<file path="config.mk">
export PLATFORM = sky130hd
export DESIGN_NAME = rv_core
export DESIGN_NICKNAME = d
export VERILOG_FILES = /design/src/verilog/rv_pkg.sv /design/src/verilog/alu.sv /design/src/verilog/control_unit.sv /design/src/verilog/data_mem.sv /design/src/verilog/fetch_unit.sv /design/src/verilog/imm_gen.sv /design/src/verilog/register_file.sv /design/src/verilog/rv_core.sv
export SDC_FILE = /design/constraint.sdc
export NUM_CORES = 1
export LEC_CHECK = 0
export ABC_AREA = 1
export BUFFER_PORTS_ARGS = -buffer_cell sky130_fd_sc_hd__buf_2
export CAP_MARGIN = 40
export CORE_ASPECT_RATIO = 0.5
export CORE_UTILIZATION = 47
export CTS_CLUSTER_DIAMETER = 120
export CTS_CLUSTER_SIZE = 30
export DETAILED_ROUTE_END_ITERATION = 6
export PLACE_DENSITY = 0.89
export SLEW_MARGIN = 20
export SYNTH_ARGS = -nofsm -noshare
export SYNTH_HDL_FRONTEND = slang
export SYNTH_SLANG_ARGS = --single-unit
</file>
<file path="constraint.sdc">
create_clock -name clk -period 1.6 [get_ports clk]
set_clock_uncertainty 0.15 [all_clocks]
set_input_delay 0.08 -clock clk [delete_from_list [all_inputs] [get_ports clk]]
set_output_delay 0.08 -clock clk [all_outputs]
set_load 0.1 [all_outputs]
</file>
<file path="src/program.hex">
// one rv32i instruction word per line, line n sits at byte address 4*n
// arithmetic 0x00..0x14, loop 0x18..0x30, memory 0x34..0x3c, calls 0x40..0x5c
00700293
00300313
40628533
01154513
00151513
005323B3
00000513
00100293
00600313
00550533
00128293
FE629CE3
00534463
5A500393
00702623
00C02503
018000EF
00000597
12345537
00B50533
FBC50513
0000006F
00150513
00008067

</file>
<file path="src/verilog/rv_pkg.sv">
`default_nettype none

package rv_pkg;

    localparam int xlen = 32;                    // data and address width
    localparam int imem_words = 64;              // instruction rom depth
    localparam int dmem_words = 64;              // data ram depth
    localparam int imem_aw = $clog2(imem_words); // rom word index bits
    localparam int dmem_aw = $clog2(dmem_words); // ram word index bits
    localparam int reg_aw = 5;                   // x0..x31
    localparam logic [xlen-1:0] reset_pc = '0;

    // rv32i major opcodes
    localparam logic [6:0] op_rtype  = 7'b0110011;
    localparam logic [6:0] op_itype  = 7'b0010011;
    localparam logic [6:0] op_load   = 7'b0000011;
    localparam logic [6:0] op_store  = 7'b0100011;
    localparam logic [6:0] op_branch = 7'b1100011;
    localparam logic [6:0] op_jal    = 7'b1101111;
    localparam logic [6:0] op_jalr   = 7'b1100111;
    localparam logic [6:0] op_lui    = 7'b0110111;
    localparam logic [6:0] op_auipc  = 7'b0010111;

    // alu source a select
    localparam logic [1:0] src_a_reg  = 2'd0;
    localparam logic [1:0] src_a_pc   = 2'd1; // auipc
    localparam logic [1:0] src_a_zero = 2'd2; // lui

    // register write-back select
    localparam logic [1:0] res_alu = 2'd0;
    localparam logic [1:0] res_mem = 2'd1;
    localparam logic [1:0] res_pc4 = 2'd2; // link address

    typedef enum logic [3:0] {
        alu_add, alu_sub, alu_and, alu_or, alu_xor,
        alu_slt, alu_sltu, alu_sll, alu_srl, alu_sra
    } alu_op_e;

    typedef enum logic [2:0] {
        imm_i, imm_s, imm_b, imm_u, imm_j
    } imm_sel_e;

    // one instruction word, three field layouts
    typedef union packed {
        struct packed {
            logic [6:0]        funct7;
            logic [reg_aw-1:0] rs2;
            logic [reg_aw-1:0] rs1;
            logic [2:0]        funct3;
            logic [reg_aw-1:0] rd;
            logic [6:0]        opcode;
        } r;
        struct packed {
            logic [11:0]       imm12;  // also s/b upper bits
            logic [reg_aw-1:0] rs1;
            logic [2:0]        funct3;
            logic [reg_aw-1:0] rd;     // s/b low imm bits live here
            logic [6:0]        opcode;
        } i;
        struct packed {
            logic [19:0]       imm20;  // u imm, scrambled j imm
            logic [reg_aw-1:0] rd;
            logic [6:0]        opcode;
        } u;
    } instr_u;

endpackage

`default_nettype wire
</file>
<file path="src/verilog/alu.sv">
`timescale 1ns/10ps
`default_nettype none

module alu (
    input  logic [rv_pkg::xlen-1:0] a_i,
    input  logic [rv_pkg::xlen-1:0] b_i,
    input  rv_pkg::alu_op_e         op_i,
    output logic [rv_pkg::xlen-1:0] result_o,
    output logic                    eq_o,
    output logic                    lt_o,  // signed a < b
    output logic                    ltu_o  // unsigned a < b
);

    logic [4:0] shamt;

    assign shamt = b_i[4:0]; // only low 5 bits shift

    // flags ignore op_i, branches read them directly
    assign eq_o  = (a_i == b_i);
    assign lt_o  = ($signed(a_i) < $signed(b_i));
    assign ltu_o = (a_i < b_i);

    always_comb begin
        case (op_i)
            rv_pkg::alu_add:  result_o = a_i + b_i;
            rv_pkg::alu_sub:  result_o = a_i - b_i;
            rv_pkg::alu_and:  result_o = a_i & b_i;
            rv_pkg::alu_or:   result_o = a_i | b_i;
            rv_pkg::alu_xor:  result_o = a_i ^ b_i;
            rv_pkg::alu_slt:  result_o = {31'b0, lt_o};
            rv_pkg::alu_sltu: result_o = {31'b0, ltu_o};
            rv_pkg::alu_sll:  result_o = a_i << shamt;
            rv_pkg::alu_srl:  result_o = a_i >> shamt;
            rv_pkg::alu_sra:  result_o = $unsigned($signed(a_i) >>> shamt); // keeps sign
            default:          result_o = '0;
        endcase
    end

endmodule

`default_nettype wire

</file>
<file path="src/verilog/control_unit.sv">
`timescale 1ns/10ps
`default_nettype none

module control_unit (
    input  rv_pkg::instr_u   instr_i,
    input  logic             eq_i,
    input  logic             lt_i,
    input  logic             ltu_i,
    output logic             reg_wr_en_o,
    output logic             mem_wr_en_o,
    output rv_pkg::imm_sel_e imm_sel_o,
    output rv_pkg::alu_op_e  alu_op_o,
    output logic [1:0]       src_a_sel_o,
    output logic             src_b_sel_o,  // 1 = immediate
    output logic [1:0]       result_sel_o,
    output logic             pc_src_o,
    output logic             jalr_sel_o    // target base from rs1
);

    rv_pkg::alu_op_e funct_op;
    logic            taken;

    // funct3/funct7 to alu op, shared by r and i types
    always_comb begin
        case (instr_i.r.funct3)
            3'b000: funct_op = (instr_i.r.opcode == rv_pkg::op_rtype && instr_i.r.funct7[5])
                               ? rv_pkg::alu_sub : rv_pkg::alu_add; // no subi
            3'b001: funct_op = rv_pkg::alu_sll;
            3'b010: funct_op = rv_pkg::alu_slt;
            3'b011: funct_op = rv_pkg::alu_sltu;
            3'b100: funct_op = rv_pkg::alu_xor;
            3'b101: funct_op = instr_i.r.funct7[5] ? rv_pkg::alu_sra : rv_pkg::alu_srl;
            3'b110: funct_op = rv_pkg::alu_or;
            default: funct_op = rv_pkg::alu_and;
        endcase
    end

    // branch condition from funct3 and the alu flags
    always_comb begin
        case (instr_i.r.funct3)
            3'b000: taken = eq_i;    // beq
            3'b001: taken = !eq_i;   // bne
            3'b100: taken = lt_i;    // blt
            3'b101: taken = !lt_i;   // bge
            3'b110: taken = ltu_i;   // bltu
            3'b111: taken = !ltu_i;  // bgeu
            default: taken = 1'b0;
        endcase
    end

    always_comb begin
        reg_wr_en_o  = 1'b0; // unknown opcode does nothing
        mem_wr_en_o  = 1'b0;
        imm_sel_o    = rv_pkg::imm_i;
        alu_op_o     = rv_pkg::alu_add;
        src_a_sel_o  = rv_pkg::src_a_reg;
        src_b_sel_o  = 1'b1;
        result_sel_o = rv_pkg::res_alu;
        pc_src_o     = 1'b0;
        jalr_sel_o   = 1'b0;
        case (instr_i.r.opcode)
            rv_pkg::op_rtype: begin
                reg_wr_en_o = 1'b1;
                src_b_sel_o = 1'b0;
                alu_op_o    = funct_op;
            end
            rv_pkg::op_itype: begin
                reg_wr_en_o = 1'b1;
                alu_op_o    = funct_op;
            end
            rv_pkg::op_load: begin
                reg_wr_en_o  = 1'b1;
                result_sel_o = rv_pkg::res_mem;
            end
            rv_pkg::op_store: begin
                mem_wr_en_o = 1'b1;
                imm_sel_o   = rv_pkg::imm_s;
            end
            rv_pkg::op_branch: begin
                imm_sel_o   = rv_pkg::imm_b;
                src_b_sel_o = 1'b0; // flags compare rs1 and rs2
                pc_src_o    = taken;
            end
            rv_pkg::op_jal: begin
                reg_wr_en_o  = 1'b1;
                imm_sel_o    = rv_pkg::imm_j;
                result_sel_o = rv_pkg::res_pc4;
                pc_src_o     = 1'b1;
            end
            rv_pkg::op_jalr: begin
                reg_wr_en_o  = 1'b1;
                result_sel_o = rv_pkg::res_pc4;
                pc_src_o     = 1'b1;
                jalr_sel_o   = 1'b1;
            end
            rv_pkg::op_lui: begin
                reg_wr_en_o = 1'b1;
                imm_sel_o   = rv_pkg::imm_u;
                src_a_sel_o = rv_pkg::src_a_zero; // 0 + imm
            end
            rv_pkg::op_auipc: begin
                reg_wr_en_o = 1'b1;
                imm_sel_o   = rv_pkg::imm_u;
                src_a_sel_o = rv_pkg::src_a_pc;   // pc + imm
            end
            default: ;
        endcase
    end

endmodule

`default_nettype wire

</file>
<file path="src/verilog/data_mem.sv">
`timescale 1ns/10ps
`default_nettype none

module data_mem (
    input  logic                    clk,
    input  logic [rv_pkg::xlen-1:0] addr_i,    // byte address
    input  logic [rv_pkg::xlen-1:0] wr_data_i,
    input  logic                    wr_en_i,
    output logic [rv_pkg::xlen-1:0] rd_data_o
);

    logic [rv_pkg::xlen-1:0]    ram [rv_pkg::dmem_words];
    logic [rv_pkg::dmem_aw-1:0] widx;

    // word index, byte offset dropped
    // upper address bits wrap
    assign widx = addr_i[rv_pkg::dmem_aw+1:2];

    // write lands on the retiring edge
    always_ff @(posedge clk) begin
        if (wr_en_i) begin
            ram[widx] <= wr_data_i;
        end
    end

    // lw result visible same cycle
    assign rd_data_o = ram[widx];

endmodule

`default_nettype wire

</file>
<file path="src/verilog/fetch_unit.sv">
`timescale 1ns/10ps
`default_nettype none

module fetch_unit (
    input  logic                    clk,
    input  logic                    rst,
    input  logic                    trigger_i,
    input  logic                    pc_src_i,  // 1 = take target
    input  logic [rv_pkg::xlen-1:0] target_i,
    output logic [rv_pkg::xlen-1:0] pc_o,
    output logic [rv_pkg::xlen-1:0] instr_o,
    output logic                    run_o      // low = core stalled
);

    logic                    run_q;
    logic [rv_pkg::xlen-1:0] pc_q;
    logic [rv_pkg::xlen-1:0] pc_plus4;
    logic [rv_pkg::xlen-1:0] pc_next;
    logic [rv_pkg::xlen-1:0] rom [rv_pkg::imem_words];

    // program image, same file the testbench reads
    initial begin
        $readmemh("/design/src/program.hex", rom);
    end

    // run latch, sticky until reset
    always_ff @(posedge clk or posedge rst) begin
        if (rst) begin
            run_q <= 1'b0;
        end else if (trigger_i) begin
            run_q <= 1'b1;
        end
    end

    assign pc_plus4 = pc_q + 32'd4;
    assign pc_next  = pc_src_i ? target_i : pc_plus4; // jump/taken branch

    always_ff @(posedge clk or posedge rst) begin
        if (rst) begin
            pc_q <= rv_pkg::reset_pc;
        end else if (run_q) begin // one retire per edge once running
            pc_q <= pc_next;
        end
    end

    assign instr_o = rom[pc_q[rv_pkg::imem_aw+1:2]]; // word index
    assign pc_o    = pc_q;
    assign run_o   = run_q;

endmodule

`default_nettype wire

</file>
<file path="src/verilog/imm_gen.sv">
`timescale 1ns/10ps
`default_nettype none

module imm_gen (
    input  rv_pkg::instr_u          instr_i,
    input  rv_pkg::imm_sel_e        imm_sel_i,
    output logic [rv_pkg::xlen-1:0] imm_o
);

    logic sign; // instr bit 31 in every format

    assign sign = instr_i.i.imm12[11];

    always_comb begin
        case (imm_sel_i)
            rv_pkg::imm_s: imm_o = {{20{sign}}, instr_i.i.imm12[11:5], instr_i.i.rd};
            rv_pkg::imm_b: imm_o = {{19{sign}}, sign, instr_i.i.rd[0],
                                    instr_i.i.imm12[10:5], instr_i.i.rd[4:1], 1'b0};
            rv_pkg::imm_u: imm_o = {instr_i.u.imm20, 12'h000};
            // j bits sit as [31|19:12|20|30:21] in imm20
            rv_pkg::imm_j: imm_o = {{11{sign}}, sign, instr_i.u.imm20[7:0],
                                    instr_i.u.imm20[8], instr_i.u.imm20[18:9], 1'b0};
            default:       imm_o = {{20{sign}}, instr_i.i.imm12}; // i type
        endcase
    end

endmodule

`default_nettype wire

</file>
<file path="src/verilog/register_file.sv">
`timescale 1ns/10ps
`default_nettype none

module register_file (
    input  logic                      clk,
    input  logic                      rst,
    input  logic [rv_pkg::reg_aw-1:0] rs1_i,
    input  logic [rv_pkg::reg_aw-1:0] rs2_i,
    input  logic [rv_pkg::reg_aw-1:0] rd_i,
    input  logic [rv_pkg::xlen-1:0]   wr_data_i,
    input  logic                      wr_en_i,
    output logic [rv_pkg::xlen-1:0]   rd1_o,
    output logic [rv_pkg::xlen-1:0]   rd2_o,
    output logic [rv_pkg::xlen-1:0]   a0_o
);

    logic [rv_pkg::xlen-1:0] regs [2**rv_pkg::reg_aw];

    always_ff @(posedge clk or posedge rst) begin
        if (rst) begin
            for (int k = 0; k < 2**rv_pkg::reg_aw; k++) begin
                regs[k] <= '0;
            end
        end else if (wr_en_i && (rd_i != '0)) begin // x0 never written
            regs[rd_i] <= wr_data_i;
        end
    end

    assign rd1_o = regs[rs1_i]; // async reads
    assign rd2_o = regs[rs2_i];
    assign a0_o  = regs[10];    // x10 tap for the port

endmodule

`default_nettype wire

</file>
<file path="src/verilog/rv_core.sv">
`timescale 1ns/10ps
`default_nettype none

module rv_core (
    input  logic                    clk,
    input  logic                    rst,
    input  logic                    trigger_i,
    output logic [rv_pkg::xlen-1:0] pc_o,
    output logic [rv_pkg::xlen-1:0] instr_o,
    output logic [rv_pkg::xlen-1:0] a0_o
);

    logic [rv_pkg::xlen-1:0] pc;
    rv_pkg::instr_u          instr;
    logic                    run;
    logic                    reg_wr_en;
    logic                    mem_wr_en;
    logic                    reg_we;      // gated by run
    logic                    mem_we;
    rv_pkg::imm_sel_e        imm_sel;
    rv_pkg::alu_op_e         alu_op;
    logic [1:0]              src_a_sel;
    logic                    src_b_sel;
    logic [1:0]              result_sel;
    logic                    pc_src;
    logic                    jalr_sel;
    logic [rv_pkg::xlen-1:0] imm;
    logic [rv_pkg::xlen-1:0] rd1;
    logic [rv_pkg::xlen-1:0] rd2;
    logic [rv_pkg::xlen-1:0] src_a;
    logic [rv_pkg::xlen-1:0] src_b;
    logic [rv_pkg::xlen-1:0] alu_result;
    logic                    eq;
    logic                    lt;
    logic                    ltu;
    logic [rv_pkg::xlen-1:0] mem_rdata;
    logic [rv_pkg::xlen-1:0] pc_plus4;    // link value
    logic [rv_pkg::xlen-1:0] target;
    logic [rv_pkg::xlen-1:0] result;

    fetch_unit u_fetch (
        .clk(clk), .rst(rst), .trigger_i(trigger_i),
        .pc_src_i(pc_src), .target_i(target),
        .pc_o(pc), .instr_o(instr), .run_o(run)
    );

    control_unit u_ctrl (
        .instr_i(instr), .eq_i(eq), .lt_i(lt), .ltu_i(ltu),
        .reg_wr_en_o(reg_wr_en), .mem_wr_en_o(mem_wr_en),
        .imm_sel_o(imm_sel), .alu_op_o(alu_op),
        .src_a_sel_o(src_a_sel), .src_b_sel_o(src_b_sel),
        .result_sel_o(result_sel), .pc_src_o(pc_src), .jalr_sel_o(jalr_sel)
    );

    imm_gen u_imm (.instr_i(instr), .imm_sel_i(imm_sel), .imm_o(imm));

    register_file u_rf (
        .clk(clk), .rst(rst),
        .rs1_i(instr.r.rs1), .rs2_i(instr.r.rs2), .rd_i(instr.r.rd),
        .wr_data_i(result), .wr_en_i(reg_we),
        .rd1_o(rd1), .rd2_o(rd2), .a0_o(a0_o)
    );

    alu u_alu (
        .a_i(src_a), .b_i(src_b), .op_i(alu_op),
        .result_o(alu_result), .eq_o(eq), .lt_o(lt), .ltu_o(ltu)
    );

    data_mem u_dmem (
        .clk(clk), .addr_i(alu_result), .wr_data_i(rd2),
        .wr_en_i(mem_we), .rd_data_o(mem_rdata)
    );

    // nothing architectural changes before the trigger
    assign reg_we = reg_wr_en & run;
    assign mem_we = mem_wr_en & run;

    always_comb begin
        case (src_a_sel)
            rv_pkg::src_a_pc:   src_a = pc;
            rv_pkg::src_a_zero: src_a = '0;
            default:            src_a = rd1;
        endcase
    end

    assign src_b    = src_b_sel ? imm : rd2;
    assign pc_plus4 = pc + 32'd4;

    // jalr clears bit 0 of rs1 + imm
    assign target = jalr_sel ? ((rd1 + imm) & ~32'd1) : (pc + imm);

    always_comb begin
        case (result_sel)
            rv_pkg::res_mem: result = mem_rdata;
            rv_pkg::res_pc4: result = pc_plus4;
            default:         result = alu_result;
        endcase
    end

    assign pc_o    = pc;
    assign instr_o = instr;

endmodule

`default_nettype wire

</file>
==> insert_results.sql <==
INSERT INTO impl_metrics (metric_group, metric, value, unit) VALUES
('critical_path', 'crit_path_start_kind', 'flop', ''),
('cts', 'cts.reportedPaths.clkPinSlew', '70', 'ps'),
('synthesis', 'synth.cell_area', '2200', 'um^2'),
('cts', 'clockBufferDepth', '2', ''),
('final_layout', 'finalNetCount', '327', ''),
('cts', 'tritoncts', 'built', ''),
('final_layout', 'layout_common_cells', '68 x sky130_fd_sc_hd__nand2_1, 66 x sky130_fd_sc_hd__conb_1, 32 x sky130_fd_sc_hd__buf_2', ''),
('critical_path', 'timing_worst_setup_path_type', 'flop to flop', ''),
('synthesis', 'ys_warn_count', '0', ''),
('cts', 'cts.sink_count', '31', ''),
('sta', 'final_hold_viol_count', '0', ''),
('synthesis', 'synthesized_netlist_cell_count', '278', ''),
('critical_path', 'rr_endpoint', 'u_fetch.pc_o[26]', ''),
('critical_path', 'startpoint', 'u_fetch.pc_o[2]', ''),
('critical_path', 'regToRegStartpoint', 'u_fetch.pc_o[2]', ''),
('global_routing', 'via_count_of_the_first_global_routing_pass', '1397', ''),
('power_and_ir_drop', 'irDropWorstVdd', '1010', 'uV'),
('critical_path', 'critPathArrivalTime', '1540', 'ps'),
('floorplan', 'die-area', '4970', 'um^2'),
('sta', 'achievable-frequency', '664', 'MHz'),
('cts', 'worstSkewPairLatency', '300', 'ps'),
('critical_path', 'cell_mode_on_critical_path', 'sky130_fd_sc_hd__nand2_1', ''),
('drt', 'first_pass_iters', '4', ''),
('global_routing', 'globalRouteTotalUtil', '0.169', ''),
('global_routing', 'grt_max_degree', '32', ''),
('critical_path', 'path_depth', '8', ''),
('floorplan', 'number_of_top_level_pins', '99', ''),
('critical_path', 'critPathCapture', 'u_fetch.pc_o[26]', ''),
('floorplan', 'die_x', '98.7', 'um'),
('drt', 'postRouteAntennaNets', '0', ''),
('synthesis', 'yosysUniqueCellTypes', '21', ''),
('sta', 'maxSlewViolCount', '0', ''),
('sta', 'finalSetupViolations', '0', ''),
('placed_design', 'place.detailed.hpwl', '2860', 'um'),
('drt', 'via_count', '1667', ''),
('final_layout', 'antenna_cells_inserted', '0', ''),
('critical_path', 'crit_chain', 'ha_4 > nand2_4 > nor2_8 > nand3b_4 > nor2_4 > nand2_1 > nand2_1 > nand2_1', ''),
('critical_path', 'crit_required', '1640', 'ps'),
('global_routing', 'global_route_wire_length_before_repair', '6400', 'um'),
('critical_path', 'timing.critical_path.fanout_max', '5', ''),
('global_routing', 'initial_antenna_violation_count', '0', ''),
('final_layout', 'drive_gt1_frac', '0.293', ''),
('critical_path', 'reg2reg_slack', '90', 'ps'),
('placed_design', 'gp_congestion', '0.819', ''),
('cts', 'clockRootBuffer', 'sky130_fd_sc_hd__clkbuf_8', ''),
('floorplan', 'fp.coreArea', '4450', 'um^2'),
('synthesis', 'synth_sequential_area_ratio', '0.353', ''),
('critical_path', 'worst_path_largest_cell_delay', '450', 'ps'),
('drt', 'drt_iter0_markers', '81', ''),
('cts', 'numCtsBuffers', '5', ''),
('sta', 'final.min_clock_period', '1510', 'ps'),
('floorplan', 'dieHeight', '50.3', 'um'),
('floorplan', 'row_count', '17', ''),
('synthesis', 'post_synth.cell_area_avg', '7.90', 'um^2'),
('outcome', 'outcome', 'completed', ''),
('job', 'max_cap_viol_count', '0', ''),
('sta', 'fin_tns_setup', '0', 'ps'),
('placed_design', 'port_buffers', '32', ''),
('final_layout', 'instances_no_fill', '381', ''),
('critical_path', 'family_of_cells_with_the_greatest_summed_delay_on_the_critical_path', 'simple AND/OR/NAND/NOR gates', ''),
('floorplan', 'start_util', '0.494', ''),
('final_layout', 'final.fill_count', '370', ''),
('critical_path', 'end_kind', 'flop', ''),
('sta', 'setup_repair_after_global_routing_missed_its_margin', 'no', ''),
('final_layout', 'area_growth', '11.5', '%'),
('synthesis', 'synth.ff_latch_count', '31', ''),
('critical_path', 'crit_path_top_delay_cell', 'sky130_fd_sc_hd__dfrtp_4', ''),
('critical_path', 'timing.critical_path.buf_inv', '0', ''),
('placed_design', 'dp_cells', '368', ''),
('drt', 'routed_wirelength', '4000', 'um'),
('critical_path', 'ff2ff_path_depth', '8', ''),
('drt', 'drc', '0', ''),
('power_and_ir_drop', 'power_per_cell_area', '1450', 'nW/um^2'),
('drt', 'wire_per_inst', '10.5', 'um'),
('power_and_ir_drop', 'p_leak', '1.30', 'nW'),
('final_layout', 'most_frequent_standard_cell_in_the_layout_excluding_fill_and_tap_cells', 'sky130_fd_sc_hd__nand2_1', ''),
('drt', 'via_per_inst', '4.38', ''),
('hold_path', 'hp-class', 'input pin to async pin', ''),
('sta', 'layout_worst_path_cycle_share', '0.942', ''),
('global_routing', 'grt_overflow', '0', ''),
('cts', 'cts_htree_levels', '2', '');
routing by layer:
metal	track usage	part of all wire
met2	0.279	0.45
met5	0	0
met4	0.0920	0.029
met1	0.208	0.44
met3	0.0404	0.077
worst reg2reg max path: cells and delay by family (launching register included):
family / cells / cell delay (ps)
AND/OR/NAND/NOR: 7 / 660
adder cells (fa/ha/maj): 1 / 150
flip-flops: 1 / 450
cells by family (layout without fill, tap and decap cells):
group | count (synthesis) | in the layout | share of synthesized area
other | 1 | 66 | 0.00171
buffers and inverters | 94 | 75 | 0.274
and+or+nand+nor | 134 | 134 | 0.300
AOI/OAI and AO/OA | 1 | 1 | 0.00228
adders and majority gates | 1 | 1 | 0.00570
DFF | 31 | 31 | 0.353
xor gates and xnor gates | 16 | 16 | 0.0638
area by class of cell:
class | count | area [um^2] | share of cell area
Inverter | 28 | 105 | 0.0429
Sequential cell | 31 | 851 | 0.347
Tap cell | 57 | 71.3 | 0.0291
Timing Repair Buffer | 39 | 218 | 0.0889
Clock buffer | 8 | 100 | 0.0409
Multi-Input combinational cell | 218 | 1100 | 0.451
synthesized netlist by cell type (all sizes together):
library cell   n  area (um^2)
xor2          11         96.3
nand4          5         31.3
dfrtp         31          776
nand2         73          277
ha             1         12.5
buf           66          495
nand3b         6         57.6
or2            1         6.26
o21ai          1         5.00
xnor2          5         43.8
nor2          34          194
inv           28          105
conb           1         3.75
nand3         15         92.6
power by group:
group | switching, mW | internal [mW] | total (mW)
Clock | 0.307 | 0.392 | 0.700
Sequential | 0.123 | 0.933 | 1.06
Combinational | 1.58 | 0.219 | 1.80
Total | 2.01 | 1.54 | 3.56
stage by stage:
| stage | hold slack (ps) | worst slack (ps) | instance area [um^2] | util | power (mW) |
|---|---|---|---|---|---|
| 3_3_place_gp | 23.4 | 106 | 2300 | 0.518 | 2.83 |
| 4_1_cts | 272 | 77.2 | 2420 | 0.545 | 3.55 |
| 6_report | 245 | 93.1 | 2450 | 0.551 | 3.56 |
| 3_5_place_dp | 33.7 | 78.1 | 2300 | 0.518 | 2.85 |
| 2_1_floorplan | 32.8 | -83.5 | 2550 | - | 2.82 |
| 5_1_grt | 309 | 11.3 | 2450 | 0.551 | 3.67 |
how the worst min path moves through the flow:
stage | start | end | slack [ps] | cells after the start
floorplan | rst | u_fetch.pc_o[10] | 30 | 1
global placement | rst | u_fetch.pc_o[3] | 20 | 3
detailed placement | rst | u_fetch.run_o | 30 | 3
CTS | rst | u_fetch.pc_o[27] | 270 | 4
global route | rst | u_fetch.pc_o[27] | 310 | 4
finish | rst | u_fetch.pc_o[27] | 240 | 4
sequential cells by signal, indices dropped and copies added, names as in the netlist:
register and flops:
u_fetch.pc_o 30, u_fetch.run_o 1
repair_timing:
action	in CTS	in global routing
buffers inserted	0	3
hold buffers	2	0
endpoints found under the hold margin	32	0
resized for setup	0	2
setup endpoints to repair	0	7
Power figures use the tool's default switching activity.
